## src/dcache_config.svh

```systemverilog
`ifndef DCACHE_CONFIG_SVH
`define DCACHE_CONFIG_SVH

// cpu side sizes
`define DC_ADDR_WIDTH   32
`define DC_WORD_WIDTH   32

// line geometry, 16 bytes per line
`define DC_LINE_WORDS   4

// two ways only, lru is a single bit per set
`define DC_WAYS         2
`define DC_SETS         16

// address split: tag | index | byte offset
`define DC_OFFSET_WIDTH 4
`define DC_INDEX_WIDTH  4
`define DC_TAG_WIDTH    (`DC_ADDR_WIDTH - `DC_INDEX_WIDTH - `DC_OFFSET_WIDTH)

`endif

```

## src/dcache_pkg.sv

```systemverilog
`include "dcache_config.svh"

`default_nettype none

package dcache_pkg;

    typedef logic [`DC_WORD_WIDTH-1:0] word_t;

    // one strobe per byte lane
    typedef logic [`DC_WORD_WIDTH/8-1:0] strb_t;

    // word 0 sits in the low bits
    typedef logic [`DC_LINE_WORDS*`DC_WORD_WIDTH-1:0] line_t;

    typedef logic [`DC_TAG_WIDTH-1:0] tag_t;
    typedef logic [`DC_INDEX_WIDTH-1:0] index_t;

    typedef struct packed {
        logic valid;   // line present
        logic dirty;   // line differs from memory
        tag_t tag;
    } tag_entry_t;

endpackage

`default_nettype wire

```

## src/uncached_port.sv

```systemverilog
`timescale 1ns/1ps
`default_nettype none

`include "dcache_config.svh"

module uncached_port (
    input  logic                      clk,
    input  logic                      reset,
    input  logic                      unc_req,
    input  logic                      cpu_we,
    input  logic [`DC_ADDR_WIDTH-1:0] cpu_addr,
    input  dcache_pkg::word_t         cpu_wdata,
    input  dcache_pkg::strb_t         cpu_wstrb,
    output logic                      unc_ack,
    output dcache_pkg::word_t         unc_rdata,
    output logic                      m_req,
    output logic                      m_we,
    output logic [`DC_ADDR_WIDTH-1:0] m_addr,
    output dcache_pkg::word_t         m_wdata,
    output dcache_pkg::strb_t         m_wstrb,
    input  logic                      m_ack,
    input  dcache_pkg::word_t         m_rdata
);

    typedef enum logic [1:0] {U_IDLE, U_REQ, U_DONE} state_t;

    state_t state;

    always_ff @(posedge clk) begin
        if (reset) begin
            state <= U_IDLE;
        end else begin
            case (state)
                U_IDLE:  if (unc_req) state <= U_REQ;
                U_REQ:   if (m_ack) state <= U_DONE;
                U_DONE:  if (!unc_req && !m_ack) state <= U_IDLE; // both sides back to idle
                default: state <= U_IDLE;
            endcase
        end
    end

    // payload capture and read return
    always_ff @(posedge clk) begin
        if (state == U_IDLE && unc_req) begin
            m_we    <= cpu_we;
            m_addr  <= {cpu_addr[`DC_ADDR_WIDTH-1:2], 2'b00}; // word aligned
            m_wdata <= cpu_wdata;
            m_wstrb <= cpu_wstrb;
        end
        if (state == U_REQ && m_ack) begin
            unc_rdata <= m_rdata;
        end
    end

    assign m_req   = (state == U_REQ);
    assign unc_ack = (state == U_DONE); // one cycle after mem ack

endmodule

`default_nettype wire

```

## config.mk

```make
export PLATFORM = sky130hd
export DESIGN_NAME = uncached_port
export DESIGN_NICKNAME = d
export VERILOG_FILES = /design/src/dcache_pkg.sv /design/src/uncached_port.sv
export VERILOG_INCLUDE_DIRS = /design/src
export SDC_FILE = /design/constraint.sdc
export NUM_CORES = 1
export LEC_CHECK = 0
export BUFFER_PORTS_ARGS = -buffer_cell sky130_fd_sc_hd__buf_2
export CORE_ASPECT_RATIO = 1.1
export CORE_UTILIZATION = 30
export DETAILED_ROUTE_END_ITERATION = 8
export PLACE_DENSITY_LB_ADDON = 0.05
export SLEW_MARGIN = 20
export SYNTH_ARGS = -nofsm -noshare
export SYNTH_HDL_FRONTEND = slang
export SYNTH_SLANG_ARGS = --single-unit
export TNS_END_PERCENT = 5
```

## constraint.sdc

```tcl
create_clock -name clk -period 5.2 [get_ports clk]
set_input_delay 0.52 -clock clk [delete_from_list [all_inputs] [get_ports clk]]
set_output_delay 0.52 -clock clk [all_outputs]
set_load 0.005 [all_outputs]
```

==> metrics <==
TritonCTS clock tree=built; placer congestion estimate=0.648; ranking of synthesized cells by area=edfxtp_1 (96%), dfxtp_1 (1.3%), and2b_2 (0.57%); sequential area share after synthesis=0.973; slowest stage delay, CP=about 640 ps; type of origin of the critical path=flip-flop; Clock Power Share=0.283; setup TNS=0 ps; later-pin clock latency in the skew report=350 ps; initial DRC count=64; met3 wire len=833 um; Final ANT Viol Nets=0; Reg power frac=0.639; Static Leakage=1.87 nW; Detail Placement HPWL=4.91 mm; Power Internal=1.18 mW; max cap viols=0; most frequent cells in the layout=buf_2 (203), edfxtp_1 (99), clkbuf_8 (9); Worst Clk Skew=between 10 and 15 ps; Data required, critical path=5180 ps; sw frac=0.216; crit path DAT=1920 ps; Layout area overhead=43.1%; Port Buffers=203; grt total ovfl=0; pwr dens=340 nW/um2; hold buffers post-CTS=0; Netlist Area Pre-Place=3100 um2; Critical Path, Cell by Cell=nand2b_1, nor2_4, buf_4; htree depth=3; post-CTS setup buffers=0; most common cell after layout, fill and taps aside=buf_2; Die H=109 um; Total GRT Usage=0.120; Synth top area share=0.960; net switching power=0.325 mW; final WL=6.65 mm; flops & latches, synth=101; worst hold path type=in2reg; Resized Gates After CTS=0; routed vias=1884; M1 WL=2.52 mm; RSZ-0062 raised after global routing=no; Die Wd=just under 100 um; Initial Util=0.312; first-pass GRT wire length=9.27 mm; Final Max Tran Viols=0; Synth area leader=edfxtp_1; # setup viols final=0; Post-Layout Inst Area=between 4000 and 5000 um2; fin crit share=0.372; fmax=~520 MHz; DR WL/cell=~15 um; CTS Buffer Depth=2; worst-path fanout max=53; largest net degree at the start of global routing=54; Logic pwr share=0.078; total power=1.51 mW; DRT Pass-1 Iters=4; ANT cells=0; Syn Area/Cell=27.2 um2; clock root buffer=clkbuf_8; routed vias/inst=between 4 and 5; WL met2=3.20 mm; CP Capture Type=flip-flop; Yosys warnings=0; status=completed; area post-placement=4280 um2; Total Die Area=10700 um2; Hold Vio Cnt, Final=0; # DRC=0; Slew HR=0.543; # rows=38; Max rail drop VDD=0.142 mV; initial antenna violation count=0; cts bufs inserted=9; core footprint=9940 um2; clock sinks=101; critical path class=reg2reg; nets=434; Max Used Layer=met4; Clock Pin Slew Worst Setup and Hold Paths=100 ps; Slowest-stage cell, CP=buf_4; num ports=208; Finished Core Util=0.446; Worst-Margin Slew=about 690 ps; share of cells above drive strength 1=0.667; vias in the first global route=around 1900; Min Hold Slack=329 ps; post-route minimum period=1940 ps; Cells after Synth=114; count of cell types in the netlist=12
## worst max-delay path: cells and delay by family, from the launching register on
| family | cells | cell delay (ps) |
|---|---|---|
| buffers and inverters | 1 | 640 |
| and+or+nand+nor | 2 | 540 |
| DFF | 1 | 340 |
## layer usage
layer  vias to the layer above  global-route usage
met3                         8              0.0666
met4                         0              0.0576
met2                       129               0.203
met1                       874               0.120
met5                         -                   0
li1                        873                   -
## cell type report
| type | instances | area [um2] |
|---|---|---|
| Multi-Input combinational cell | 11 | 77.6 |
| Clock inverter | 4 | 26.3 |
| Clock buffer | 11 | 131 |
| Sequential cell | 101 | 3010 |
| Timing Repair Buffer | 205 | 1030 |
| Inverter | 1 | 3.75 |
| Fill cell | 910 | 5500 |
| Tap cell | 120 | 150 |
## path summary, 6_finish.rpt
| kind | startpoint | to | slack (ps) | depth (start not counted) |
|---|---|---|---|---|
| worst min register to register | state[0]$_SDFFE_PP0P_ | state[0]$_SDFFE_PP0P_ | 520 | 2 |
| worst max-delay path | state[0]$_SDFFE_PP0P_ | m_addr[29]$_DFFE_PP_ | 3260 | 3 |
| worst min-delay path | m_rdata[29] | unc_rdata[29]$_DFFE_PP_ | 330 | 1 |
| worst max register to register | state[0]$_SDFFE_PP0P_ | m_addr[29]$_DFFE_PP_ | 3260 | 3 |
## sequential cells by signal, indices dropped and copies added (netlist names)
signal / count
unc_rdata: 32
m_wstrb: 4
state: 2
m_addr: 30
m_wdata: 32
m_we: 1
## cells by family (layout without fill, tap and decap cells)
kind of cell    count (synthesis)  after routing  synth area share
other cells                     1              2           0.00121
buf+inv                         3            221           0.00606
simple gates                    6              6            0.0121
compound gates                  3              3           0.00808
flops                         101            101             0.973
## power by group through the flow
| stage | Combinational, mW | Clock [mW] | Sequential (mW) |
|---|---|---|---|
| 5_1_grt | 0.129 | 0.474 | 0.966 |
| 3_3_place_gp | 0.118 | 0 | 0.979 |
| 6_report | 0.117 | 0.427 | 0.961 |
| 2_1_floorplan | 0.0215 | 0 | 0.992 |
| 4_1_cts | 0.120 | 0.441 | 0.962 |
| 3_5_place_dp | 0.120 | 0 | 0.981 |
## synthesized netlist by cell type, drive strengths merged
cell,number
and2b,2
conb,1
nand2b,2
dfxtp,2
o21ai,1
buf,2
inv,1
a211oi,1
nor2,1
a21oi,1
edfxtp,99
nand2,1
## through the flow
| stage | instances | worst slack [ps] |
|---|---|---|
| 2_1_floorplan | 115 | 1320 |
| 3_3_place_gp | 438 | 3050 |
| 3_5_place_dp | 438 | 3040 |
| 4_1_cts | 453 | 3250 |
| 5_1_grt | 453 | 3140 |
| 6_report | 453 | 3260 |
Power figures use the tool's default switching activity.
