### src/dcache_config.svh
`ifndef DCACHE_CONFIG_SVH
`define DCACHE_CONFIG_SVH

// cpu side sizes
`define DC_ADDR_WIDTH   32
`define DC_WORD_WIDTH   32

// line geometry, 16 bytes per line
`define DC_LINE_WORDS   4

// two ways only, lru is a single bit per set
`define DC_WAYS         2
`define DC_SETS         16

// address split: tag | index | byte offset
`define DC_OFFSET_WIDTH 4
`define DC_INDEX_WIDTH  4
`define DC_TAG_WIDTH    (`DC_ADDR_WIDTH - `DC_INDEX_WIDTH - `DC_OFFSET_WIDTH)

`endif

### src/dcache_pkg.sv
`include "dcache_config.svh"

`default_nettype none

package dcache_pkg;

    typedef logic [`DC_WORD_WIDTH-1:0] word_t;

    // one strobe per byte lane
    typedef logic [`DC_WORD_WIDTH/8-1:0] strb_t;

    // word 0 sits in the low bits
    typedef logic [`DC_LINE_WORDS*`DC_WORD_WIDTH-1:0] line_t;

    typedef logic [`DC_TAG_WIDTH-1:0] tag_t;
    typedef logic [`DC_INDEX_WIDTH-1:0] index_t;

    typedef struct packed {
        logic valid;   // line present
        logic dirty;   // line differs from memory
        tag_t tag;
    } tag_entry_t;

endpackage

`default_nettype wire

### src/cache_ram.sv
`timescale 1ns/1ps
`default_nettype none

`include "dcache_config.svh"

// one way of tag entries or data lines, indexed by set
module cache_ram #(
    parameter type entry_t = logic,
    parameter int  DEPTH   = `DC_SETS
) (
    input  logic               clk,
    input  logic               reset,
    input  logic               we,
    input  dcache_pkg::index_t waddr,
    input  entry_t             wdata,
    input  dcache_pkg::index_t raddr,
    output entry_t             rdata
);

    entry_t mem [DEPTH];

    always_ff @(posedge clk) begin
        if (reset) begin
            for (int i = 0; i < DEPTH; i++) begin
                mem[i] <= '0; // all tags invalid after reset
            end
        end else if (we) begin
            mem[waddr] <= wdata;
        end
    end

    assign rdata = mem[raddr]; // async read, lookup sees it same cycle

endmodule

`default_nettype wire

### config.mk
export PLATFORM = sky130hd
export DESIGN_NAME = cache_ram
export DESIGN_NICKNAME = d
export VERILOG_FILES = /design/src/dcache_pkg.sv /design/src/cache_ram.sv
export VERILOG_INCLUDE_DIRS = /design/src
export SDC_FILE = /design/constraint.sdc
export NUM_CORES = 1
export LEC_CHECK = 0
export BUFFER_PORTS_ARGS = -buffer_cell sky130_fd_sc_hd__buf_4
export CORE_ASPECT_RATIO = 0.75
export CORE_MARGIN = 2
export CORE_UTILIZATION = 40
export CTS_CLUSTER_SIZE = 20
export DETAILED_ROUTE_END_ITERATION = 10
export HOLD_SLACK_MARGIN = 0.06
export PLACE_DENSITY = 0.59
export RECOVER_POWER = 100
export SYNTH_ARGS = -nofsm -noshare
export SYNTH_HDL_FRONTEND = slang
export SYNTH_SLANG_ARGS = --single-unit
### constraint.sdc
create_clock -name clk -period 2.4 [get_ports clk]
set_clock_uncertainty 0.05 [all_clocks]
set_input_delay 0.36 -clock clk [delete_from_list [all_inputs] [get_ports clk]]
set_output_delay 0.36 -clock clk [all_outputs]
set_load 0.03 [all_outputs]
==> impl_results.rst <==
.. list-table::
   :header-rows: 1

   * - Metric
     - Value
   * - Setup repair after global routing missed its margin
     - false
   * - Final Hold Fails
     - 0
   * - Worst hold slack
     - around 0.42 ns
   * - Number of sinks handled by clock tree synthesis
     - 16
   * - Outcome
     - complete, no violations
   * - Post-synth ARST share
     - 0
   * - WL final
     - 1.78 mm
   * - Total number of placement rows
     - 14
   * - Number of buffers and inverters on the critical path
     - 1
   * - Complex-gate fraction of the synthesized area
     - 0.140
   * - Slowest cell on the critical path
     - mux4_1
   * - Dominant combinational cell family by area after synthesis
     - simple AND/OR/NAND/NOR gates
   * - Detail-routed via count per cell
     - 5.68
   * - Estimated wirelength of the detail-placed design
     - roughly 1.4 mm
   * - Kind of cell with the highest combined delay on the critical path
     - multiplexers
   * - WS Path Type
     - reg2out
   * - Hold Path Sink
     - mem[13]$_SDFFCE_PN0P_
   * - Synthesized netlist net count
     - 87
   * - Die width
     - roughly 59 um
   * - Top FF cell, synth
     - edfxtp_1
   * - Largest registers
     - mem x16
   * - Number of flops mapped to enable cells by yosys
     - 16
   * - Placed instance area
     - 1020 um^2
   * - Post-synthesis register bit count
     - 16
   * - Number of violations reported at the end of detailed-routing iteration 0
     - 15
   * - Number of resized instances in the post-cts repair step
     - 0
   * - Number of global-route vias before repair
     - around 620
   * - Clock tree from TritonCTS
     - built
   * - Synth warn
     - 0
   * - Count of cells along the worst hold path
     - 2
   * - Number of max-cap violations
     - 0
   * - LEAKAGE
     - 0.000403 uW
   * - Total chip power
     - roughly 550 uW
   * - Ant. Diodes
     - 0
   * - Average cell area after synthesis
     - roughly 12 um^2
   * - Total GRT Usage
     - 0.153
   * - First drt pass iteration count
     - 4
   * - Commonest cells after routing, fill and taps aside
     - nor2_1, edfxtp_1, a21o_1, buf_4, nand2_1
   * - Number of nets still failing antenna checks after routing
     - 0
   * - Final min period
     - between 2 and 2.5 ns
   * - Pin count of the biggest net entering global routing
     - 20
   * - Total DRC errors in the routed layout
     - 0
   * - Crit-path most repeated cell
     - mux2i_1
   * - Grt ovf
     - 0
   * - Maximum single-stage delay on the critical path
     - ~0.51 ns
   * - Area of the die
     - 2690 um^2
   * - Post-CTS Hold Fix Bufs
     - 0
   * - Ordered list of cells on the worst path
     - mux4_1 > mux2i_1 > mux2i_1 > clkbuf_1
   * - Highest net fanout along the worst path
     - 1
   * - Register bank with the most flops
     - mem
   * - Worst path arrival time
     - 1.65 ns
   * - Number of nets in the layout
     - roughly 100
   * - Final count of pins violating max slew
     - 0
   * - Chip height
     - roughly 45 um
   * - Synth unique cells
     - 18
   * - Final non-filler cell area
     - roughly 1000 um^2
   * - Area share of and/or/nand/nor cells after synthesis
     - 0.173
   * - Proportion of synthesized area in mux cells
     - 0.148
   * - XOR/XNOR Fraction of Synth Area
     - 0
   * - Top-Level Pins
     - 13
   * - Worst ir drop on vdd
     - roughly 0.19 mV
   * - Wirelength per Cell
     - 16.0 um
   * - Largest area contributor in the netlist
     - edfxtp_1
   * - Routability congestion estimate
     - ~0.75
   * - Total vias in the final route
     - between 600 and 700
   * - Post-CTS setup repair buffer count
     - 0
   * - Sequential fraction of the synthesis area
     - 0.526
   * - Setup violations, final
     - 0
   * - Starting density of the core
     - 0.438
   * - Post-layout worst setup margin
     - around 0.34 ns
   * - Top cell type's share of synthesized area
     - 0.526
   * - Number of buffers added by the clock tree synthesis step
     - 3
   * - Fraction of final layout cells with drive strength greater than 1
     - 0.138
   * - H-tree Lvls
     - 1
   * - Post-place setup slack
     - 0.556 ns
   * - Mapped Area
     - 913 um^2
   * - Placeable Area
     - 2080 um^2
   * - Highest clock rate
     - around 0.5 GHz
   * - Clock tree root buffer cell
     - clkbuf_4
   * - TNS Setup
     - 0 ns
   * - Cells taking the most area after synthesis
     - edfxtp_1, mux4_1, a21o_1
   * - Data required time of the worst path
     - between 1.5 and 2 ns
   * - Flip-flop count of the largest register, all copies and words added
     - 16
   * - Startpoint type of the worst setup path
     - flop
   * - Area delta synth->final
     - 12.5%
   * - Commonest non-fill, non-tap cell in the layout
     - nor2_1
   * - Number of instances in the synthesized netlist
     - 75
   * - Number of buffers on the longest clock path
     - 2
   * - Relative slew slack
     - 0.524
   * - Transition time of the tightest slew-check pin
     - just over 0.7 ns
   * - Class of the tightest hold or removal check
     - in2reg
   * - Adder-cell area share of the yosys netlist
     - 0
   * - Count of input and output buffers
     - 12
   * - Launch instance of the worst min-delay path
     - waddr[3]
   * - Endpoint type of the worst setup path
     - primary output
   * - Clock-pin transition on the worst setup and hold timing paths
     - roughly 0.090 ns
   * - Number of antenna violations at the first check in global routing
     - 0
   * - Period utilization
     - 0.857
   * - Global-route wire length before repair
     - 2.90 mm
   * - Power per standard cell area
     - approximately 530 nW/um^2
cells in the mapped netlist (2+ instances only):
| cell | instances |
|---|---|
| mux4_1 | 4 |
| a21o_1 | 9 |
| nand2_1 | 5 |
| clkbuf_1 | 2 |
| nor2b_1 | 3 |
| edfxtp_1 | 16 |
| a41o_1 | 3 |
| nor2_1 | 18 |
| o21bai_1 | 4 |
| mux2i_1 | 3 |
how the worst max path moves through the flow:
stage	start	endpoint	slack, ns	cells past startpoint
finish	mem[13]$_SDFFCE_PN0P_	rdata	0.34	4
global route	mem[13]$_SDFFCE_PN0P_	rdata	0.29	4
CTS	mem[13]$_SDFFCE_PN0P_	rdata	0.38	4
detailed placement	raddr[0]	rdata	0.56	5
global placement	raddr[0]	rdata	0.57	5
floorplan	raddr[0]	rdata	0.74	3
per-stage QoR:
stage | utilization | cells
CTS | 0.501 | 111
detailed placement | 0.490 | 108
floorplan | - | 75
global placement | 0.490 | 108
global route | 0.493 | 111
finish | 0.493 | 111
layout make-up:
cell class | count | area (um^2)
Timing Repair Buffer | 12 | 78.8
Tap cell | 24 | 30.0
Sequential cell | 16 | 480
Fill cell | 206 | 1060
Clock buffer | 3 | 22.5
Multi-Input combinational cell | 56 | 415
routing by layer:
metal / up-vias / GRT usage / share of wire
met1: 302 / 0.218 / 0.49
met4: 0 / 0.0682 / 0.0073
li1: 311 / - / -
met3: 2 / 0.0284 / 0.050
met5: - / 0 / 0
met2: 16 / 0.231 / 0.45
power by group:
| group | internal, uW | switching [uW] |
|---|---|---|
| Combinational | 38.8 | 44.0 |
| Sequential | 323 | 5.21 |
| Clock | 58.1 | 80.0 |
logic make-up after synthesis:
logic type             Yosys count
and+or+nand+nor                 33
AOI/OAI and AO/OA               16
DFF                             16
muxes                            7
buffers and inverters            3
Power figures use the tool's default switching activity.
