===== src/dcache_config.svh =====
`ifndef DCACHE_CONFIG_SVH
`define DCACHE_CONFIG_SVH

// cpu side sizes
`define DC_ADDR_WIDTH   32
`define DC_WORD_WIDTH   32

// line geometry, 16 bytes per line
`define DC_LINE_WORDS   4

// two ways only, lru is a single bit per set
`define DC_WAYS         2
`define DC_SETS         16

// address split: tag | index | byte offset
`define DC_OFFSET_WIDTH 4
`define DC_INDEX_WIDTH  4
`define DC_TAG_WIDTH    (`DC_ADDR_WIDTH - `DC_INDEX_WIDTH - `DC_OFFSET_WIDTH)

`endif


===== src/dcache_pkg.sv =====
`include "dcache_config.svh"

`default_nettype none

package dcache_pkg;

    typedef logic [`DC_WORD_WIDTH-1:0] word_t;

    // one strobe per byte lane
    typedef logic [`DC_WORD_WIDTH/8-1:0] strb_t;

    // word 0 sits in the low bits
    typedef logic [`DC_LINE_WORDS*`DC_WORD_WIDTH-1:0] line_t;

    typedef logic [`DC_TAG_WIDTH-1:0] tag_t;
    typedef logic [`DC_INDEX_WIDTH-1:0] index_t;

    typedef struct packed {
        logic valid;   // line present
        logic dirty;   // line differs from memory
        tag_t tag;
    } tag_entry_t;

endpackage

`default_nettype wire


===== src/line_engine.sv =====
`timescale 1ns/1ps
`default_nettype none

`include "dcache_config.svh"

module line_engine (
    input  logic                      clk,
    input  logic                      reset,
    input  logic                      fill_req,
    input  logic                      fill_dirty,
    input  logic [`DC_ADDR_WIDTH-1:0] fill_victim_addr,
    input  logic [`DC_ADDR_WIDTH-1:0] fill_addr,
    input  dcache_pkg::line_t         fill_victim_line,
    output logic                      fill_ack,
    output dcache_pkg::line_t         fill_line,
    output logic                      m_req,
    output logic                      m_we,
    output logic [`DC_ADDR_WIDTH-1:0] m_addr,
    output dcache_pkg::line_t         m_wdata,
    input  logic                      m_ack,
    input  dcache_pkg::line_t         m_rdata
);

    typedef enum logic [2:0] {
        L_IDLE,
        L_WB,       // victim writeback in flight
        L_WB_END,   // wait ack low
        L_RD,       // refill read in flight
        L_RD_END,
        L_DONE
    } state_t;

    state_t state;

    always_ff @(posedge clk) begin
        if (reset) begin
            state <= L_IDLE;
        end else begin
            case (state)
                L_IDLE:   if (fill_req) state <= fill_dirty ? L_WB : L_RD;
                L_WB:     if (m_ack) state <= L_WB_END;
                L_WB_END: if (!m_ack) state <= L_RD;
                L_RD:     if (m_ack) state <= L_RD_END;
                L_RD_END: if (!m_ack) state <= L_DONE;
                L_DONE:   if (!fill_req) state <= L_IDLE;
                default:  state <= L_IDLE;
            endcase
        end
    end

    always_ff @(posedge clk) begin
        if (state == L_RD && m_ack) begin
            fill_line <= m_rdata; // valid while ack high
        end
    end

    assign m_req    = (state == L_WB) || (state == L_RD);
    assign m_we     = (state == L_WB);
    assign m_addr   = m_we ? fill_victim_addr : fill_addr;
    assign m_wdata  = fill_victim_line;
    assign fill_ack = (state == L_DONE);

endmodule

`default_nettype wire


===== config.mk =====
export PLATFORM = sky130hd
export DESIGN_NAME = line_engine
export DESIGN_NICKNAME = d
export VERILOG_FILES = /design/src/dcache_pkg.sv /design/src/line_engine.sv
export VERILOG_INCLUDE_DIRS = /design/src
export SDC_FILE = /design/constraint.sdc
export NUM_CORES = 1
export LEC_CHECK = 0
export BUFFER_PORTS_ARGS = -buffer_cell sky130_fd_sc_hd__buf_2
export CAP_MARGIN = 10
export CORE_AREA = 2 2 238 240
export DETAILED_ROUTE_END_ITERATION = 16
export DIE_AREA = 0 0 240 242
export PLACE_DENSITY = 0.41
export SYNTH_ARGS = -nofsm -noshare
export SYNTH_HDL_FRONTEND = slang
export SYNTH_SLANG_ARGS = --single-unit

===== constraint.sdc =====
create_clock -name clk -period 11.4 [get_ports clk]
set_clock_uncertainty 0.1 [all_clocks]
set_input_delay 1.14 -clock clk [delete_from_list [all_inputs] [get_ports clk]]
set_output_delay 1.14 -clock clk [all_outputs]
set_load 0.1 [all_outputs]

==> results.cfg <==
[status]
status = finished, final reports clean

[synth]
synth_top_area_share_pct = 69.5
syn-num-nets = 638
seq_area_frac_synth_pct = 70.6
ys_top_cells_by_area = edfxtp_1 70%, buf_4 17%, mux2_4 7.9%
ys_warn_count = 0
synthCells = 313
ys_top_cells_by_count = 128 x buf_4, 128 x edfxtp_1, 29 x mux2_4
synth_cell_types = 24
netlist_area_sq_mm = 0.00553
ys_ff_latch = 131
ys.flop_type = edfxtp_1
async_reset_ff_share_pct = 0
synth-edff-count = 128
yosysTopAreaCell = edfxtp_1
avgSynthCellArea_sq_um = 17.7

[global_routing]
grt_pass1_vias = 3900
grt_usage_pct = 6.58
grt.overflow.total = 0
antenna_found_initial = 8
grt_pass1_wl_microns = 26500
grt_max_degree = 67

[sta]
finalCritPeriodShare_pct = 35.1
tightest_slew_ps = 1140
finalMaxSlewViolations = 0
fin_ws_ps = 7400
max_freq_ghz = 0.250
setup_viol = 0
final_hold_viol_count = 0
tns_ps = 0
period_minus_slack_ps = 4000
rsz0062_at_grt = false
relSlewSlack_pct = 23.8

[clocking]
cts.path.max_buffers = 2
clk_pin_slew_ps = 70
cts_sinks = 131
post_cts_resized = 0
root_buffer = clkbuf_16
cts_tree = done
htreeDepth = 4
postCtsSetupRepairBufs = 0
cts_inserted_buffers = 17
clk-insertion-delay-late_ps = 430
cts_hold_buf = 0

[worst_setup_path]
critPathLaunchType = flop
rr_worst_depth = 3
r2r_start = state[0]$_SDFFE_PP0P_
crit_path_max_fanout = 33
path_delay_family = simple AND/OR/NAND/NOR gates
crit_type = reg2out
worstPathCellList = nor2b_4 -> and2b_2 -> mux2_2 -> buf_2
r2r_end = fill_line[105]$_DFFE_PP_
critPathLaunch = state[0]$_SDFFE_PP0P_
slowest_stage = and2b_2
endpoint_kind = primary output
ff2ff_setup_slack_ps = 8640
arrival_ps = 2760
critPathBufInv = 1
cp-endpoint = m_addr[31]
slowest_delay_ps = 900
path_depth = 4
cp.required_ps = 10160

[placed_design]
gp_congestion = 0.727
dp_slack_ps = 7780
port_buffers = 359
dp_hpwl_microns = 16700
placed_area_sq_mm = 0.00725

[cells_and_area]
antennaDiodeCount = 0
fin_nets = 885
num-fill-cells = 6315
finish.instance_area_sq_mm = 0.00785
drive_gt1_share_pct = 74.7
syn_to_final_growth_pct = 41.9

[floorplanning]
core_sq_mm = 0.0557
die_w_microns = 240
start_util_pct = 9.92
ios = 616
die_area_sq_mm = 0.0581
fp-row-count = 87
die_h_microns = 242

[job]
drv_cap = 0

[detailed_routing]
wl_microns = 20500
detail-route-antenna-nets = 0
remaining_drc_errors = 0
vias = 3511
drtPass1Iterations = 4
wire_per_inst_microns = 15.4
detail_route.vias_per_cell = 2.64
drtIter0Drc = 87

[power_and_ir_drop]
p_per_area_mw_per_mm2 = 175
ir_drop_mv = 0.133
p_leak_nw = 3.15

[worst_hold_path]
min_path_type = reg2reg
-- flip-flops by register name (all words and copies together) (netlist names) --
| register | count |
|---|---|
| fill_line | 128 |
| state | 3 |
-- layout make-up --
cell class | count | area (sq um) | share of cell area (%)
Sequential cell | 131 | 3900 | 49.7
Timing Repair Buffer | 360 | 1800 | 23.0
Tap cell | 756 | 946 | 12.1
Multi-Input combinational cell | 49 | 597 | 7.60
Clock buffer | 17 | 425 | 5.42
Clock inverter | 15 | 169 | 2.15
Inverter | 1 | 3.75 | 0.0478
-- cells in the final DEF, fill, tap and decap left out --
master	instances
nand3_1	1
nor2_1	2
nor2b_1	1
buf_2	359
or2b_1	1
nand2b_1	1
a2111oi_0	1
inv_6	5
a211oi_1	1
bufinv_16	2
and3_4	1
clkbuf_16	17
dfxtp_1	3
nor2b_4	1
or4b_2	1
clkinv_2	1
clkinvlp_4	3
edfxtp_1	128
mux2_4	29
clkinv_4	3
buf_4	1
a31oi_1	1
a32oi_1	1
inv_1	1
o21ai_0	1
and2_1	1
xnor2_1	1
inv_8	1
mux2_2	3
and2b_2	1
-- worst register-to-register path, cell delays in order, from the launching register on --
cell and delay (ps):
dfxtp_1 430, nor2b_4 210, and3_4 790, buf_4 770
-- logic make-up after synthesis --
| group | Yosys count | synth area share (%) |
|---|---|---|
| AOI/OAI and AO/OA | 5 | 0.656 |
| buffers and inverters | 133 | 18.7 |
| and+or+nand+nor | 11 | 1.38 |
| xor gates and xnor gates | 1 | 0.158 |
| muxes | 32 | 8.48 |
| DFF | 131 | 70.6 |
-- through the flow --
stage	instances	util, %	power [mW]	hold slack (ps)
floorplan	313	-	0.984	415
global placement	1297	13.0	0.827	444
detailed placement	1297	13.0	0.829	473
CTS	1329	14.1	1.40	480
global route	1329	14.1	1.42	515
finish	1329	14.1	1.37	481
-- metal layers --
layer / vias to the layer above / share of wire [%] / global-route usage [%]
met3: 45 / 19 / 5.53
met2: 401 / 51 / 11.8
met5: - / 0.48 / 0
met4: 14 / 2.2 / 2.61
li1: 1492 / - / -
met1: 1559 / 28 / 4.98
-- power breakdown --
group	switching (mW)	leakage (nW)	internal (mW)	total [mW]
logic	0.206	1.69	0.0631	0.269
clock network	0.232	0.283	0.327	0.559
registers	0.00423	1.18	0.542	0.546
-- how the worst min path moves through the flow --
stage	end	slack, ps	start	cells past startpoint
3_3_place_gp	state[1]$_SDFFE_PP0P_	440	state[2]$_SDFFE_PP0P_	1
6_report	state[1]$_SDFFE_PP0P_	480	state[2]$_SDFFE_PP0P_	1
5_1_grt	state[1]$_SDFFE_PP0P_	520	state[2]$_SDFFE_PP0P_	1
3_5_place_dp	state[1]$_SDFFE_PP0P_	470	state[2]$_SDFFE_PP0P_	1
2_1_floorplan	state[1]$_SDFFE_PP0P_	420	state[2]$_SDFFE_PP0P_	1
4_1_cts	state[1]$_SDFFE_PP0P_	480	state[2]$_SDFFE_PP0P_	1
(Power assumes the default switching activity.)
