<file path="config.mk">
export PLATFORM = sky130hd
export DESIGN_NAME = dcache_lookup
export DESIGN_NICKNAME = d
export VERILOG_FILES = /design/src/dcache_pkg.sv /design/src/dcache_lookup.sv
export VERILOG_INCLUDE_DIRS = /design/src
export SDC_FILE = /design/constraint.sdc
export NUM_CORES = 1
export LEC_CHECK = 0
export BUFFER_PORTS_ARGS = -buffer_cell sky130_fd_sc_hd__buf_2
export CAP_MARGIN = 25
export CORE_AREA = 2 2 359 361
export DETAILED_ROUTE_END_ITERATION = 8
export DIE_AREA = 0 0 361 363
export SYNTH_ARGS = -nofsm -noshare
export SYNTH_HDL_FRONTEND = slang
export SYNTH_SLANG_ARGS = --single-unit
</file>
<file path="constraint.sdc">
create_clock -name clk -period 14.5 [get_ports clk]
set_clock_uncertainty 0.1 [all_clocks]
set_input_delay 2.9 -clock clk [delete_from_list [all_inputs] [get_ports clk]]
set_output_delay 2.9 -clock clk [all_outputs]
set_load 0.02 [all_outputs]
</file>
<file path="src/dcache_config.svh">
`ifndef DCACHE_CONFIG_SVH
`define DCACHE_CONFIG_SVH

// cpu side sizes
`define DC_ADDR_WIDTH   32
`define DC_WORD_WIDTH   32

// line geometry, 16 bytes per line
`define DC_LINE_WORDS   4

// two ways only, lru is a single bit per set
`define DC_WAYS         2
`define DC_SETS         16

// address split: tag | index | byte offset
`define DC_OFFSET_WIDTH 4
`define DC_INDEX_WIDTH  4
`define DC_TAG_WIDTH    (`DC_ADDR_WIDTH - `DC_INDEX_WIDTH - `DC_OFFSET_WIDTH)

`endif

</file>
<file path="src/dcache_pkg.sv">
`include "dcache_config.svh"

`default_nettype none

package dcache_pkg;

    typedef logic [`DC_WORD_WIDTH-1:0] word_t;

    // one strobe per byte lane
    typedef logic [`DC_WORD_WIDTH/8-1:0] strb_t;

    // word 0 sits in the low bits
    typedef logic [`DC_LINE_WORDS*`DC_WORD_WIDTH-1:0] line_t;

    typedef logic [`DC_TAG_WIDTH-1:0] tag_t;
    typedef logic [`DC_INDEX_WIDTH-1:0] index_t;

    typedef struct packed {
        logic valid;   // line present
        logic dirty;   // line differs from memory
        tag_t tag;
    } tag_entry_t;

endpackage

`default_nettype wire

</file>
<file path="src/dcache_lookup.sv">
`timescale 1ns/1ps
`default_nettype none

`include "dcache_config.svh"

module dcache_lookup (
    input  logic                                   clk,
    input  logic                                   reset,
    input  logic                                   cpu_req,
    input  logic                                   cpu_we,
    input  logic                                   cpu_uncached,
    input  logic [`DC_ADDR_WIDTH-1:0]              cpu_addr,
    input  dcache_pkg::word_t                      cpu_wdata,
    input  dcache_pkg::strb_t                      cpu_wstrb,
    output logic                                   cpu_ack,
    output dcache_pkg::word_t                      cpu_rdata,
    input  dcache_pkg::tag_entry_t [`DC_WAYS-1:0]  tag_rdata,
    input  dcache_pkg::line_t [`DC_WAYS-1:0]       line_rdata,
    output dcache_pkg::index_t                     ram_index,
    output logic [`DC_WAYS-1:0]                    tag_we,
    output logic [`DC_WAYS-1:0]                    line_we,
    output dcache_pkg::tag_entry_t                 tag_wdata,
    output dcache_pkg::line_t                      line_wdata,
    output logic                                   fill_req,
    output logic                                   fill_dirty,
    output logic [`DC_ADDR_WIDTH-1:0]              fill_victim_addr,
    output logic [`DC_ADDR_WIDTH-1:0]              fill_addr,
    output dcache_pkg::line_t                      fill_victim_line,
    input  logic                                   fill_ack,
    input  dcache_pkg::line_t                      fill_line,
    output logic                                   unc_req,
    input  logic                                   unc_ack,
    input  dcache_pkg::word_t                      unc_rdata
);

    localparam int SEL_W = $clog2(`DC_LINE_WORDS);

    typedef enum logic [2:0] {
        S_IDLE,
        S_COMPARE,
        S_RESPOND,
        S_FILL,
        S_UNCACHED
    } state_t;

    state_t              state;
    dcache_pkg::tag_t    cpu_tag;
    logic [SEL_W-1:0]    word_sel;
    logic [`DC_WAYS-1:0] hit;
    logic                hit_way;
    logic                victim;
    logic [`DC_SETS-1:0] lru;         // per set, way to evict next
    logic                store_hit;
    logic                refill_wr;
    dcache_pkg::line_t   hit_line;
    dcache_pkg::line_t   merged_line;
    dcache_pkg::word_t   hit_word;

    // address fields, cpu holds them stable while req is up
    assign cpu_tag   = cpu_addr[`DC_ADDR_WIDTH-1 -: `DC_TAG_WIDTH];
    assign ram_index = cpu_addr[`DC_OFFSET_WIDTH +: `DC_INDEX_WIDTH];
    assign word_sel  = cpu_addr[2 +: SEL_W];

    always_comb begin
        for (int w = 0; w < `DC_WAYS; w++) begin
            hit[w] = tag_rdata[w].valid && (tag_rdata[w].tag == cpu_tag);
        end
    end

    assign hit_way  = hit[1];          // two ways, one-hot to index
    assign victim   = lru[ram_index];
    assign hit_line = line_rdata[hit_way];
    assign hit_word = hit_line[word_sel*`DC_WORD_WIDTH +: `DC_WORD_WIDTH];

    // store bytes over the hit line
    always_comb begin
        merged_line = hit_line;
        for (int b = 0; b < `DC_WORD_WIDTH/8; b++) begin
            if (cpu_wstrb[b]) begin
                merged_line[word_sel*`DC_WORD_WIDTH + b*8 +: 8] = cpu_wdata[b*8 +: 8];
            end
        end
    end

    assign store_hit = (state == S_COMPARE) && cpu_we && (|hit);
    assign refill_wr = (state == S_FILL) && fill_req && fill_ack; // once, fill_req drops here

    always_comb begin
        tag_we  = '0;
        line_we = '0;
        if (refill_wr) begin
            tag_we[victim]  = 1'b1;
            line_we[victim] = 1'b1;
        end else if (store_hit) begin
            tag_we[hit_way]  = 1'b1;
            line_we[hit_way] = 1'b1;
        end
    end

    assign tag_wdata  = '{valid: 1'b1, dirty: !refill_wr, tag: cpu_tag}; // refill is clean
    assign line_wdata = refill_wr ? fill_line : merged_line;

    // victim payload, steady through the fill since lru only moves on a hit
    assign fill_dirty       = tag_rdata[victim].valid && tag_rdata[victim].dirty;
    assign fill_victim_addr = {tag_rdata[victim].tag, ram_index, {`DC_OFFSET_WIDTH{1'b0}}};
    assign fill_addr        = {cpu_tag, ram_index, {`DC_OFFSET_WIDTH{1'b0}}};
    assign fill_victim_line = line_rdata[victim];

    always_ff @(posedge clk) begin
        if (reset) begin
            state    <= S_IDLE;
            cpu_ack  <= 1'b0;
            fill_req <= 1'b0;
            unc_req  <= 1'b0;
            lru      <= '0;
        end else begin
            case (state)
                S_IDLE: begin
                    if (cpu_req && cpu_uncached) begin
                        unc_req <= 1'b1;   // payload goes straight to uncached port
                        state   <= S_UNCACHED;
                    end else if (cpu_req) begin
                        state <= S_COMPARE;
                    end
                end
                S_COMPARE: begin
                    if (|hit) begin
                        lru[ram_index] <= !hit_way; // other way is now older
                        state          <= S_RESPOND;
                    end else begin
                        fill_req <= 1'b1;
                        state    <= S_FILL;
                    end
                end
                S_FILL: begin
                    if (fill_req && fill_ack) begin
                        fill_req <= 1'b0;
                    end else if (!fill_req && !fill_ack) begin
                        state <= S_COMPARE;   // retry, hits this time
                    end
                end
                S_UNCACHED: begin
                    if (unc_req && unc_ack) begin
                        unc_req <= 1'b0;
                    end else if (!unc_req && !unc_ack) begin
                        cpu_ack <= 1'b1;
                        state   <= S_RESPOND;
                    end
                end
                S_RESPOND: begin
                    if (!cpu_ack) begin
                        cpu_ack <= 1'b1;      // second edge after req on a hit
                    end else if (!cpu_req) begin
                        cpu_ack <= 1'b0;
                        state   <= S_IDLE;
                    end
                end
                default: state <= S_IDLE;
            endcase
        end
    end

    // read data held while cpu_ack is high
    always_ff @(posedge clk) begin
        if (state == S_COMPARE && (|hit)) begin
            cpu_rdata <= hit_word;
        end else if (state == S_UNCACHED && unc_req && unc_ack) begin
            cpu_rdata <= unc_rdata;
        end
    end

endmodule

`default_nettype wire

</file>
==> qor.csv <==
stage,metric,value,unit
synthesis,synth-main-ff-cell,edfxtp_1,
power_and_ir_drop,switchingPower,0.445,mW
placed_design,post-place-ws,4.73,ns
synthesis,syn_inst,1277,
routing,ant_nets,0,
synthesis,ys_ff_latch,54,
floorplan,die_area,0.131,mm2
global_routing,grt_antenna_before_repair,112,
routing,avgViaCountPerCell,4.06,
cts,htree_levels,2,
cts,post-cts-setup-buffers,0,
finish,layout.nets,2612,
finish,fill_cells,14781,
job,drv_cap,0,
setup_path,critical_path.slowest_cell,nor4b_2,
cts,cts-root-buf,clkbuf_16,
routing,drc_errors,0,
synthesis,yosysTopAreaCellShare,16.5,%
routing,dr.pass1.iters,6,
placed_design,port_buffers,921,
floorplan,start_util,8.58,%
setup_path,crit_type,primary input to primary output,
synthesis,synth-seq-area-share,12.9,%
synthesis,synth.avg_cell_area,8.53,um2
synthesis,synth_area_leaders,"mux2_2, mux2i_1, mux4_2, edfxtp_1, buf_4",
setup_path,critPathMaxFanout,19,
global_routing,grt-ovfl-total,0,
floorplan,coreArea,0.127,mm2
sta,worstMarginPinSlew,0.997,ns
finish,area_growth,57.6,%
routing,wl_met2,56.1,mm
floorplan,rows,131,
setup_path,worstPathRequired,11.50,ns
sta,post-route-min-period,9.83,ns
power_and_ir_drop,seqPwrFrac,19.9,%
synthesis,yosysMostFrequentCell,mux2_2,
sta,finalCritPeriodShare,67.8,%
finish,multi_input_area,0.00850,mm2
placed_design,dpl.hpwl,118,mm
synthesis,ys_types,54,
cts,cts_tree,done,
sta,hold_viol,0,
routing,wl_per_cell,35.2,um
routing,drt_iter0_drc,1492,
sta,drv_slew,0,
setup_path,start_kind,primary input,
synthesis,ys_top_cells_by_count,"mux2_2, nor2_1, mux2i_1",
synthesis,synth_top_area_cell,mux2_2,
synthesis,async_flop_share,0,%
power_and_ir_drop,p_comb_share,61.4,%
placed_design,place.gp.congestion,0.948,
sta,maxSlewHeadroom,31.6,%
cts,clock-sinks,54,
synthesis,syn_area,0.0109,mm2
floorplan,die_h,363,um
power_and_ir_drop,vdd_drop_max,0.0499,mV
sta,rsz0062_at_grt,false,
global_routing,grt_max_degree,89,
setup_path,critical_path_buf_inv_count,5,
floorplan,io_pins,933,
synthesis,synth_warnings,0,
finish,drive_above_1_share,57.9,%
routing,wl_met3,15.5,mm
cts,hold_buffers,0,
sta,setup_tns,0,ns
run_status,outcome,"complete, no violations",
setup_path,worstPathCellList,buf_2 > buf_4 > inv_2 > buf_4 > ha_1 > nand2_1 > nor4b_2 > a221oi_1 > nor2_1 > buf_2,
finish,seqCellArea,0.00140,mm2
power_and_ir_drop,switching_share,51.9,%
power_and_ir_drop,power_density,50.0,mW/mm2
hold_path,worst_hold_path_type,flip-flop to flip-flop,
routing,maxUsedRoutingLayer,met5,
sta,max_freq,102,MHz
cts,clkLatencyLatePin,0.35,ns
power_and_ir_drop,clockPowerShare,18.7,%
setup_path,critical_path.top_delay_family,simple AND/OR/NAND/NOR gates,
power_and_ir_drop,p_int,0.413,mW
setup_path,crit_path_max_incr_delay,0.94,ns
cts,numCtsBuffers,5,
routing,vias,15272,
routing,met1Wirelength,54.2,mm
global_routing,grt_pass1_vias,14155,
sta,layout_setup_ws,4.67,ns
sta,setup_violations,0,
global_routing,grt_first_pass_wirelength,160,mm
setup_path,worst_ep_arrival_time,6.83,ns
global_routing,grt.total_usage,19.2,%
setup_path,endpoint_kind,primary output,
sta,hold_slack,0.381,ns
routing,wl,132,mm
power_and_ir_drop,leakage,8.04,nW
cts,clk_path_buf_depth,2,
cts,path_clk_slew,0.10,ns
floorplan,die_w,361,um
cts,post_cts_resized,0,
setup_path,r2r_setup_slack,11.83,ns
synthesis,synth_edf_count,32,
==> worst reg2reg max path, cell delays in order, from the launching register on <==
cell and delay [ns]:
dfxtp_1 0.43, nand2b_1 0.19, buf_4 0.21, a211o_2 0.29, buf_4 0.28, o21ai_4 0.13, buf_4 0.63
==> logic make-up (layout without fill, tap and decap cells) <==
kind of cell               after synthesis  in the layout  share of synthesized area [%]
muxes                                  350            350                           39.5
buffers and inverters                  193            973                           9.83
xor gates and xnor gates                48             48                           3.86
adders and majority gates                6              6                          0.689
and+or+nand+nor                        365            365                           15.6
AOI/OAI and AO/OA                      259            259                           17.6
other                                    2             44                         0.0689
DFF                                     54             54                           12.9
==> per-layer routing <==
metal / vias to the layer above / GRT usage [%]
met4: 38 / 8.06
met5: - / 0
met1: 7458 / 24.1
met3: 255 / 7.75
met2: 1179 / 28.8
li1: 6342 / -
==> final cells by class <==
class	instances	share of cell area (%)
Sequential cell	54	8.16
Tap cell	1662	12.1
Inverter	4	0.117
Clock buffer	5	0.729
Antenna cell	35	0.510
Clock inverter	3	0.153
Timing Repair Buffer	961	28.7
Multi-Input combinational cell	1037	49.5
==> placed cells by master, fill, tap and decap left out, types with 28 or more instances in the layout <==
cell,synthesis,final
a2bb2oi_1,32,32
buf_2,25,921
and2_1,28,28
a21oi_1,50,50
edfxtp_1,32,32
mux4_2,45,44
o221ai_1,34,34
mux2i_1,121,121
o21ai_0,29,28
diode_2,0,35
nand2_1,97,97
buf_4,72,38
nor2_1,138,137
mux2_2,160,160
a221oi_1,29,29
o21a_1,34,34
==> registers in the layout (all words and copies together), names as in the netlist <==
signal,flops
state,3
cpu_ack,1
fill_req,1
cpu_rdata,32
unc_req,1
lru,16
==> power by group through the flow <==
stage | combinational (mW) | sequential, mW | clock [mW]
2_1_floorplan | 0.234 | 0.174 | 0
3_3_place_gp | 0.524 | 0.174 | 0
3_5_place_dp | 0.524 | 0.174 | 0
4_1_cts | 0.526 | 0.171 | 0.173
5_1_grt | 0.550 | 0.171 | 0.173
6_report | 0.527 | 0.171 | 0.161
==> path summary, 6_finish.rpt <==
kind               startpoint  cells past startpoint              to
setup / recovery  cpu_addr[2]                     10  line_wdata[66]
hold / removal        lru[15]                      2         lru[15]
setup reg to reg     state[2]                      6   cpu_rdata[17]
hold reg to reg       lru[15]                      2         lru[15]
==> per-stage QoR <==
step / total power, mW / util (%) / instances / area [um2]
6_report: 0.858 / 13.5 / 3761 / 17200
5_1_grt: 0.894 / 13.5 / 3746 / 17100
4_1_cts: 0.870 / 13.4 / 3725 / 17100
3_5_place_dp: 0.698 / 13.3 / 3717 / 16900
3_3_place_gp: 0.698 / 13.3 / 3717 / 16900
2_1_floorplan: 0.407 / - / 1284 / 10900
(Power assumes the default switching activity.)
