$ cat src/dcache_config.svh
`ifndef DCACHE_CONFIG_SVH
`define DCACHE_CONFIG_SVH

// cpu side sizes
`define DC_ADDR_WIDTH   32
`define DC_WORD_WIDTH   32

// line geometry, 16 bytes per line
`define DC_LINE_WORDS   4

// two ways only, lru is a single bit per set
`define DC_WAYS         2
`define DC_SETS         16

// address split: tag | index | byte offset
`define DC_OFFSET_WIDTH 4
`define DC_INDEX_WIDTH  4
`define DC_TAG_WIDTH    (`DC_ADDR_WIDTH - `DC_INDEX_WIDTH - `DC_OFFSET_WIDTH)

`endif

$ cat src/dcache_pkg.sv
`include "dcache_config.svh"

`default_nettype none

package dcache_pkg;

    typedef logic [`DC_WORD_WIDTH-1:0] word_t;

    // one strobe per byte lane
    typedef logic [`DC_WORD_WIDTH/8-1:0] strb_t;

    // word 0 sits in the low bits
    typedef logic [`DC_LINE_WORDS*`DC_WORD_WIDTH-1:0] line_t;

    typedef logic [`DC_TAG_WIDTH-1:0] tag_t;
    typedef logic [`DC_INDEX_WIDTH-1:0] index_t;

    typedef struct packed {
        logic valid;   // line present
        logic dirty;   // line differs from memory
        tag_t tag;
    } tag_entry_t;

endpackage

`default_nettype wire

$ cat src/mem_arbiter.sv
`timescale 1ns/1ps
`default_nettype none

`include "dcache_config.svh"

module mem_arbiter (
    input  logic                      clk,
    input  logic                      reset,
    input  logic                      l_req,
    input  logic                      l_we,
    input  logic [`DC_ADDR_WIDTH-1:0] l_addr,
    input  dcache_pkg::line_t         l_wdata,
    output logic                      l_ack,
    output dcache_pkg::line_t         l_rdata,
    input  logic                      w_req,
    input  logic                      w_we,
    input  logic [`DC_ADDR_WIDTH-1:0] w_addr,
    input  dcache_pkg::word_t         w_wdata,
    input  dcache_pkg::strb_t         w_wstrb,
    output logic                      w_ack,
    output dcache_pkg::word_t         w_rdata,
    output logic                      mem_req,
    output logic                      mem_we,
    output logic                      mem_line,
    output logic [`DC_ADDR_WIDTH-1:0] mem_addr,
    output dcache_pkg::line_t         mem_wdata,
    output dcache_pkg::strb_t         mem_wstrb,
    input  logic                      mem_ack,
    input  dcache_pkg::line_t         mem_rdata
);

    logic busy;      // grant held
    logic owner;     // 0 line engine, 1 uncached port
    logic owner_req;

    assign owner_req = owner ? w_req : l_req;

    always_ff @(posedge clk) begin
        if (reset) begin
            busy  <= 1'b0;
            owner <= 1'b0;
        end else if (!busy) begin
            if (l_req) begin          // line engine wins a tie
                busy  <= 1'b1;
                owner <= 1'b0;
            end else if (w_req) begin
                busy  <= 1'b1;
                owner <= 1'b1;
            end
        end else if (!owner_req && !mem_ack) begin
            busy <= 1'b0;             // four-phase exchange finished
        end
    end

    assign mem_req   = busy && owner_req;
    assign mem_line  = !owner;
    assign mem_we    = owner ? w_we : l_we;
    assign mem_addr  = owner ? w_addr : l_addr;
    assign mem_wdata = owner ? dcache_pkg::line_t'(w_wdata) : l_wdata; // word in lane 0
    assign mem_wstrb = owner ? w_wstrb : '1;

    // ack only to the owner
    assign l_ack   = busy && !owner && mem_ack;
    assign w_ack   = busy && owner && mem_ack;
    assign l_rdata = mem_rdata;
    assign w_rdata = mem_rdata[`DC_WORD_WIDTH-1:0];

endmodule

`default_nettype wire

$ cat config.mk
export PLATFORM = sky130hd
export DESIGN_NAME = mem_arbiter
export DESIGN_NICKNAME = d
export VERILOG_FILES = /design/src/dcache_pkg.sv /design/src/mem_arbiter.sv
export VERILOG_INCLUDE_DIRS = /design/src
export SDC_FILE = /design/constraint.sdc
export NUM_CORES = 1
export LEC_CHECK = 0
export BUFFER_PORTS_ARGS = -buffer_cell sky130_fd_sc_hd__buf_2
export CORE_AREA = 2 2 266 268
export DETAILED_ROUTE_END_ITERATION = 10
export DIE_AREA = 0 0 268 270
export PLACE_DENSITY = 0.33
export SYNTH_ARGS = -nofsm -noshare
export SYNTH_HDL_FRONTEND = slang
export SYNTH_SLANG_ARGS = --single-unit
$ cat constraint.sdc
create_clock -name clk -period 1.24 [get_ports clk]
set_input_delay 0.31 -clock clk [delete_from_list [all_inputs] [get_ports clk]]
set_output_delay 0.31 -clock clk [all_outputs]
set_load 0.05 [all_outputs]
==> results of run 1 <==
report_power, final:
group          internal (uW)  total (uW)  switching [uW]
Sequential              69.6        77.5            7.91
Clock                    423         501            77.8
Combinational           2150        4750            2600
Total                   2650        5330            2690
cell families (layout without fill, tap and decap cells):
family	count (synthesis)	count (layout)	share of synthesized area [%]
flops	2	2	1.43
mux	66	66	26.7
simple gates	106	106	23.3
compound gates	2	2	0.848
other cells	0	1	0
buf+inv	182	459	47.7
layout by cell type, fill, tap and decap left out:
cell type  instances
mux2_4            65
buf_8             48
nand2b_1           1
buf_4              6
a221oi_4           1
nand2_1            1
buf_6            131
buf_12            17
buf_2            234
dfxtp_1            1
nor2b_4           86
clkbuf_16          9
inv_8              1
buf_16            10
nand2b_4           4
mux2i_4            1
nor3_1             1
a311oi_2           1
inv_1              2
nor2_4             3
diode_2            1
clkbuf_1           1
nor2b_2           10
dfxtp_4            1
state kept, by name, indices dropped and copies added (netlist names):
register  cells
busy          1
owner         1
path summary, 6_finish.rpt:
kind	start	slack (ns)	end	depth (start not counted)
worst max-delay path	owner	-0.54	mem_wdata[1]	5
worst min-delay path	reset	0.30	owner	2
worst max register to register	owner	-0.19	busy	6
worst min register to register	busy	0.60	owner	2
what timing repair did:
action                                  in CTS  in global routing
pin swaps                                    2                  3
buffers inserted                            12                  7
hold buffers                                 0                  0
cloned                                       8                  7
endpoints found under the setup margin     171                171
gates resized for setup                    435                113
per-stage QoR:
| step | util, % | total power (uW) | instances |
|---|---|---|---|
| floorplan | - | 3910 | 358 |
| global placement | 7.96 | 3520 | 1542 |
| detailed placement | 7.96 | 3520 | 1542 |
| CTS | 10.5 | 5070 | 1565 |
| global route | 11.4 | 5530 | 1575 |
| finish | 11.4 | 5330 | 1576 |
critical path: stages (launching register included):
cell	delay, ns
dfxtp_4	0.38
buf_12	0.16
buf_4	0.12
buf_8	0.10
mux2_4	0.31
buf_6	0.15
final cells by class:
| cell class | instances | area [um2] | area share (%) |
|---|---|---|---|
| Tap cell | 940 | 1180 | 14.9 |
| Timing Repair Buffer | 452 | 4180 | 52.8 |
| Multi-Input combinational cell | 174 | 2410 | 30.5 |
| Antenna cell | 1 | 2.50 | 0.0316 |
| Inverter | 3 | 18.8 | 0.237 |
| Clock buffer | 4 | 78.8 | 0.996 |
| Sequential cell | 2 | 43.8 | 0.553 |
metal layers:
layer  track usage, %  up-vias
met1             4.82     1537
li1                 -     1530
met3             2.40       44
met5            0.473        -
met4             1.47        8
met2             8.96      379
==> flow_summary.yaml, run 1 <==
yosys:
  synthTopCellsByArea: "buf_4, mux2_2, nor2b_1"
  synth_most_common_cell: "buf_4"
  ys_ff_latch: 2
  synth_cell_type_count: 17
  synth_area_leader_cell: "buf_4"
  syn_area_per_cell_um2: 7.83
  synth_edf_count: 0
  async_reset_ff_share_pct: 0
  synth_top_area_share_pct: 42.9
  syn_area_um2: 2800
  syn_inst: 358
  syn-num-nets: 721
  ys_seq_area_share_pct: 1.43
  ys.flop_type: "dfxtp_1"
  ys_warn_count: 0
  synth.top_cells.by_count: "buf_4, nor2b_1, mux2_2, buf_2"
routing:
  viasPerCell: 2.22
  wl_met2_um: 10500
  wirelength_um: 20700
  ant_nets: 0
  dr_total_vias: 3498
  drtIter0Drc: 85
  firstDrtPassIters: 4
  wl_per_cell_um: 13.1
  top_layer: "met5"
  wl_met1_um: 6850
  route.met3.wl_um: 2710
  drc_errors: 0
power:
  ir_drop_mv: 0.325
  leakagePower_uw: 0.00376
  power_density_nw_per_um2: 674
cts:
  numCtsBuffers: 3
  cts_max_path_buffers: 2
  clock_latency_ns: 0.22
  cts_tree: "yes"
  h-tree-depth: 1
  clkTransAtPathRegs_ns: 0.03
  cts_root_buffer: "clkbuf_16"
  cts.sinks: 2
hold_path:
  hp-class: "primary input to register"
grt:
  grt.total_usage_pct: 4.92
  overflow: 0
  antenna_found_initial: 6
  first_global_vias: 3804
  grt_pass1_wl_um: 25700
  grt_max_degree: 20
floorplanning:
  initial_utilization_pct: 4.03
  core_region_area_um2: 69500
  num_rows: 97
  die_x_um: 268
  dieArea_um2: 72400
  ios: 692
  die_h_um: 270
cells_and_area:
  layout.nets: 999
  stdcell_area_um2: 7910
  area_growth_pct: 182
  fillCellCount: 7920
  drive_above_1_share_pct: 98.9
sta:
  final_hold_viol_count: 0
  post-route-period-util_pct: 143
  rsz0062_at_grt: "yes"
  relSlewSlack_pct: 83.4
  timing.hold.ws_ns: 0.302
  worst_pin_slew_ns: 0.248
  final-setup-viol-count: 171
  clock_skew_ns: 0.00504
  post-route-min-period_ns: 1.78
  drv_slew: 0
  fin_ws_ns: -0.539
  fmaxAchievable_mhz: 562
  tns_ns: -74.43
status:
  status: "finished, violations left"
  violations: "setup timing"
place:
  dp_hpwl_um: 14900
  gp_congestion: 0.835
  portBuffers: 403
  place_ws_ns: -0.389
  placed_cell_area_um2: 5530
critical_path:
  arrival_ns: 1.47
  start_kind: "register"
  critical_path_class: "register to output pin"
  cp-end-kind: "output pin"
  worst-endpoint-required_ns: 0.93
  crit_path_max_fanout: 9
flow_run:
  drv_cap: 0
Note: power is estimated with default switching activity, not from simulation.
==> run 2: changes to the inputs <==
==> constraint.sdc (replaced) <==
create_clock -name clk -period 1.5 [get_ports clk]
set_input_delay 0.375 -clock clk [delete_from_list [all_inputs] [get_ports clk]]
set_output_delay 0.375 -clock clk [all_outputs]
set_load 0.05 [all_outputs]
==> flow_summary.yaml, run 2 (synthesis gave the netlist of run 1 again) <==
status:
  status: "finished, violations left"
  violations: "setup timing"
cells_and_area:
  layout_commonest_cell: "buf_2"
  mostFrequentLayoutCells: "buf_2, buf_6, nor2b_4, buf_8, mux2_2"
  post-route-util_pct: 10.4
  multi_input_area_um2: 2120
  layout.nets: 989
  area_growth_pct: 159
  fillCellCount: 7984
  reg.largest.list: "busy (1), owner (1)"
  stdcell_area_um2: 7260
  drive_above_1_share_pct: 96.6
  regArea_um2: 43.8
critical_path:
  worst_path_max_delay_cell: "dfxtp_4"
  cp_num_buf_inv: 3
  crit_family: "buffers and inverters"
  cp_cell_sequence: "buf_12 > buf_16 > mux2_2 > buf_6"
  reg2regPathDepth: 5
  r2r_slack_ns: 0.17
  cp-end-kind: "output pin"
  start_kind: "register"
  r2r-start: "owner"
  worst-endpoint-required_ns: 1.12
  r2r_end: "busy"
  slowest_delay_ns: 0.36
  critical_path_class: "register to output pin"
  arrival_ns: 1.48
  crit_path_max_fanout: 10
routing:
  wirelength_um: 17600
  drtIter0Drc: 41
  viasPerCell: 2.22
  drc_errors: 0
  ant_nets: 0
  dr_total_vias: 3478
  firstDrtPassIters: 4
  wl_per_cell_um: 11.3
power:
  leakagePower_uw: 0.00337
  ir_drop_mv: 0.365
  power_density_nw_per_um2: 566
  total_power_uw: 4110
cts:
  cts_max_path_buffers: 2
  h-tree-depth: 1
  clock_latency_ns: 0.22
  cts_hold_buffers: 0
  numCtsBuffers: 3
  cts.sinks: 2
  cts_root_buffer: "clkbuf_16"
  cts_tree: "yes"
  clkTransAtPathRegs_ns: 0.03
floorplanning:
  ios: 692
  core_region_area_um2: 69500
  dieArea_um2: 72400
  initial_utilization_pct: 4.03
  die_x_um: 268
  die_h_um: 270
  num_rows: 97
sta:
  rsz0062_at_grt: "yes"
  post-route-period-util_pct: 123
  tns_ns: -40.89
  final-setup-viol-count: 168
  fin_ws_ns: -0.352
  worst_pin_slew_ns: 0.248
  relSlewSlack_pct: 83.4
  clock_skew_ns: 0.00447
  final_hold_viol_count: 0
  fmaxAchievable_mhz: 540
  drv_slew: 0
  post-route-min-period_ns: 1.85
grt:
  grt_max_degree: 46
  overflow: 0
  first_global_vias: 3651
  grt_pass1_wl_um: 20700
  antenna_found_initial: 5
  grt.total_usage_pct: 3.93
place:
  portBuffers: 403
  gp_congestion: 0.833
  place_ws_ns: -0.241
  dp_hpwl_um: 13500
  placed_cell_area_um2: 5160
flow_run:
  drv_cap: 0
hold_path:
  whs_endpoint: "owner"
  hp-class: "primary input to register"
  hold_depth: 2
  hp-start: "reset"
run 2: worst reg2reg max path: stages, from the launching register on:
cell	delay, ns
dfxtp_4	0.35
buf_6	0.15
buf_12	0.15
mux2i_4	0.19
buf_4	0.13
a311oi_1	0.25
run 2: per-layer routing:
layer | GRT usage (%) | routed length [um] | part of all wire, % | up-vias
met3 | 1.99 | 2410 | 14 | 44
met4 | 1.84 | 903 | 5.1 | 2
met5 | 0.608 | 60 | 0.34 | -
li1 | - | - | - | 1511
met1 | 2.83 | 4860 | 28 | 1462
met2 | 8.04 | 9400 | 53 | 459
run 2: report_power, final:
part	internal [uW]	switching [uW]	leakage, uW	total, uW
Combinational	1580	2060	0.00332	3630
Sequential	57.5	5.10	0.0000173	62.6
Clock	350	64.5	0.0000382	414
Total	1980	2130	0.00337	4110
run 2: final cells by class:
class	instances	area share (%)
repair buffers	442	52.7
flip-flops and latches	2	0.603
well taps	940	16.2
diodes	2	0.0689
multi-input cells	174	29.2
inverters	3	0.155
clock buffers	4	1.09
run 2: repair_timing:
item                                    4_1_cts  5_1_grt
resized for setup                           401      104
pin swaps                                     1        0
setup buffers                                14        1
cloned                                        4        7
endpoints found under the setup margin      169      168
run 2: per-stage QoR:
stage                     instances  hold WS [ns]
after floorplan                 358         0.441
final                          1567         0.344
after global routing           1567         0.356
after CTS                      1559         0.349
after global placement         1538         0.514
after detailed placement       1538         0.517
run 2: worst max path at each step:
stage          startpoint             to  slack (ns)  cells past startpoint
2_1_floorplan       owner  mem_wdata[38]       -0.27                      4
3_3_place_gp        owner   mem_wdata[7]       -0.24                      3
3_5_place_dp        owner   mem_addr[13]       -0.24                      3
4_1_cts             owner  mem_wdata[16]       -0.41                      4
5_1_grt             owner   mem_addr[10]       -0.39                      4
6_report            owner    mem_addr[1]       -0.35                      4
==> run 3: changes to the inputs <==
--- a/config.mk
+++ b/config.mk
@@ -11,6 +11,7 @@
 export DETAILED_ROUTE_END_ITERATION = 10
 export DIE_AREA = 0 0 268 270
 export PLACE_DENSITY = 0.33
+export REMOVE_ABC_BUFFERS = 1
 export SYNTH_ARGS = -nofsm -noshare
 export SYNTH_HDL_FRONTEND = slang
 export SYNTH_SLANG_ARGS = --single-unit
==> flow_summary.yaml, run 3 (synthesis gave the netlist of run 1 again) <==
critical_path:
  critical_path_class: "register to output pin"
  crit_path_max_fanout: 18
  slowest_delay_ns: 0.36
  worst_path_max_delay_cell: "dfxtp_4"
  start_kind: "register"
  arrival_ns: 1.51
  cp-end-kind: "output pin"
  worst-endpoint-required_ns: 1.12
  cp_num_buf_inv: 3
  cp_cell_sequence: "buf_12 > buf_8 > mux2_2 > buf_2"
  crit_family: "buffers and inverters"
grt:
  antenna_found_initial: 23
  overflow: 0
  grt.total_usage_pct: 11.5
  grt_max_degree: 29
  grt_pass1_wl_um: 50900
  first_global_vias: 3968
cts:
  cts_root_buffer: "clkbuf_16"
  numCtsBuffers: 3
  h-tree-depth: 1
  cts_tree: "yes"
  clkTransAtPathRegs_ns: 0.03
  cts.sinks: 2
  cts_max_path_buffers: 2
  clock_latency_ns: 0.22
status:
  status: "finished, violations left"
  violations: "setup timing"
sta:
  timing.hold.ws_ns: 0.347
  post-route-min-period_ns: 1.89
  clock_skew_ns: 0.000328
  final_hold_viol_count: 0
  fin_ws_ns: -0.390
  final-setup-viol-count: 169
  drv_slew: 0
  fmaxAchievable_mhz: 529
  worst_pin_slew_ns: 0.270
  post-route-period-util_pct: 126
  relSlewSlack_pct: 82.0
  rsz0062_at_grt: "yes"
routing:
  viasPerCell: 2.64
  ant_nets: 0
  dr_total_vias: 4154
  drtIter0Drc: 185
  firstDrtPassIters: 4
  drc_errors: 0
  wl_per_cell_um: 29.0
  wirelength_um: 45600
place:
  portBuffers: 403
  gp_congestion: 0.736
  dp_hpwl_um: 36100
  place_ws_ns: -0.199
flow_run:
  drv_cap: 0
power:
  total_power_uw: 4160
  ir_drop_mv: 0.284
  power_density_nw_per_um2: 565
  leakagePower_uw: 0.00341
floorplanning:
  dieArea_um2: 72400
  initial_utilization_pct: 4.03
  num_rows: 97
  die_h_um: 270
  core_region_area_um2: 69500
  ios: 692
  die_x_um: 268
cells_and_area:
  drive_above_1_share_pct: 96.2
  layout_commonest_cell: "buf_2"
  area_growth_pct: 163
  fillCellCount: 7975
  reg.largest.list: "busy (1), owner (1)"
  mostFrequentLayoutCells: "buf_2, buf_6, nor2b_4, mux2_4, buf_8"
  layout.nets: 988
hold_path:
  hp-class: "primary input to register"
-- run 3: cell count changes in the layout (fill, tap and decap cells not counted), sizes merged --
cell / previous run / this run
diode: 2 / 10
buf: 438 / 437
-- run 3: path summary, 6_finish.rpt --
check        depth (start not counted)   from            to  slack (ns)
max                                  4  owner  mem_wdata[8]       -0.39
min                                  2  reset          busy        0.35
max reg2reg                          7  owner         owner        0.04
min reg2reg                          1   busy          busy        0.51
-- run 3: cell type report --
type | instances | area [um2] | share of cell area [%]
timing repair buffer | 441 | 3890 | 52.9
multi-input combinational | 174 | 2130 | 28.9
tap | 940 | 1180 | 16.0
clock buffer | 4 | 78.8 | 1.07
sequential | 2 | 43.8 | 0.595
antenna | 10 | 25.0 | 0.340
inverter | 3 | 13.8 | 0.187
-- run 3: per-stage QoR --
step | TNS (ns) | instances | util (%) | cell area (um2)
5_1_grt | -46.43 | 1570 | 10.6 | 7350
2_1_floorplan | -554.84 | 179 | - | 1480
3_5_place_dp | -10.45 | 1531 | 7.26 | 5050
3_3_place_gp | -9.55 | 1531 | 7.26 | 5050
4_1_cts | -40.68 | 1549 | 9.53 | 6630
6_report | -39.03 | 1574 | 10.6 | 7360
-- run 3: worst register-to-register path: stages (launching register included) --
cell	delay [ns]
dfxtp_4	0.36
buf_12	0.16
buf_16	0.16
buf_6	0.11
inv_4	0.04
buf_6	0.11
buf_4	0.12
a221oi_2	0.29
-- run 3: per-layer routing --
layer / GRT usage (%) / up-vias / routed length (um)
met3: 15.3 / 75 / 12400
li1: - / 1518 / -
met2: 14.2 / 725 / 15900
met1: 10.6 / 1800 / 15000
met4: 2.62 / 36 / 1280
met5: 10.1 / - / 1100
-- run 3: what timing repair did --
action | CTS | global route
hold endpoints to repair | 0 | 0
buffers inserted | 9 | 11
cloned | 5 | 6
pin swaps | 1 | 1
hold buffers | 0 | 0
resized for setup | 387 | 159
endpoints found under the setup margin | 169 | 169
-- run 3: power breakdown --
group,internal [uW],leakage [uW],switching [uW]
logic,1600,0.00335,2080
clock network,350,0.0000382,64.6
registers,57.5,0.0000173,5.52
total,2010,0.00341,2150
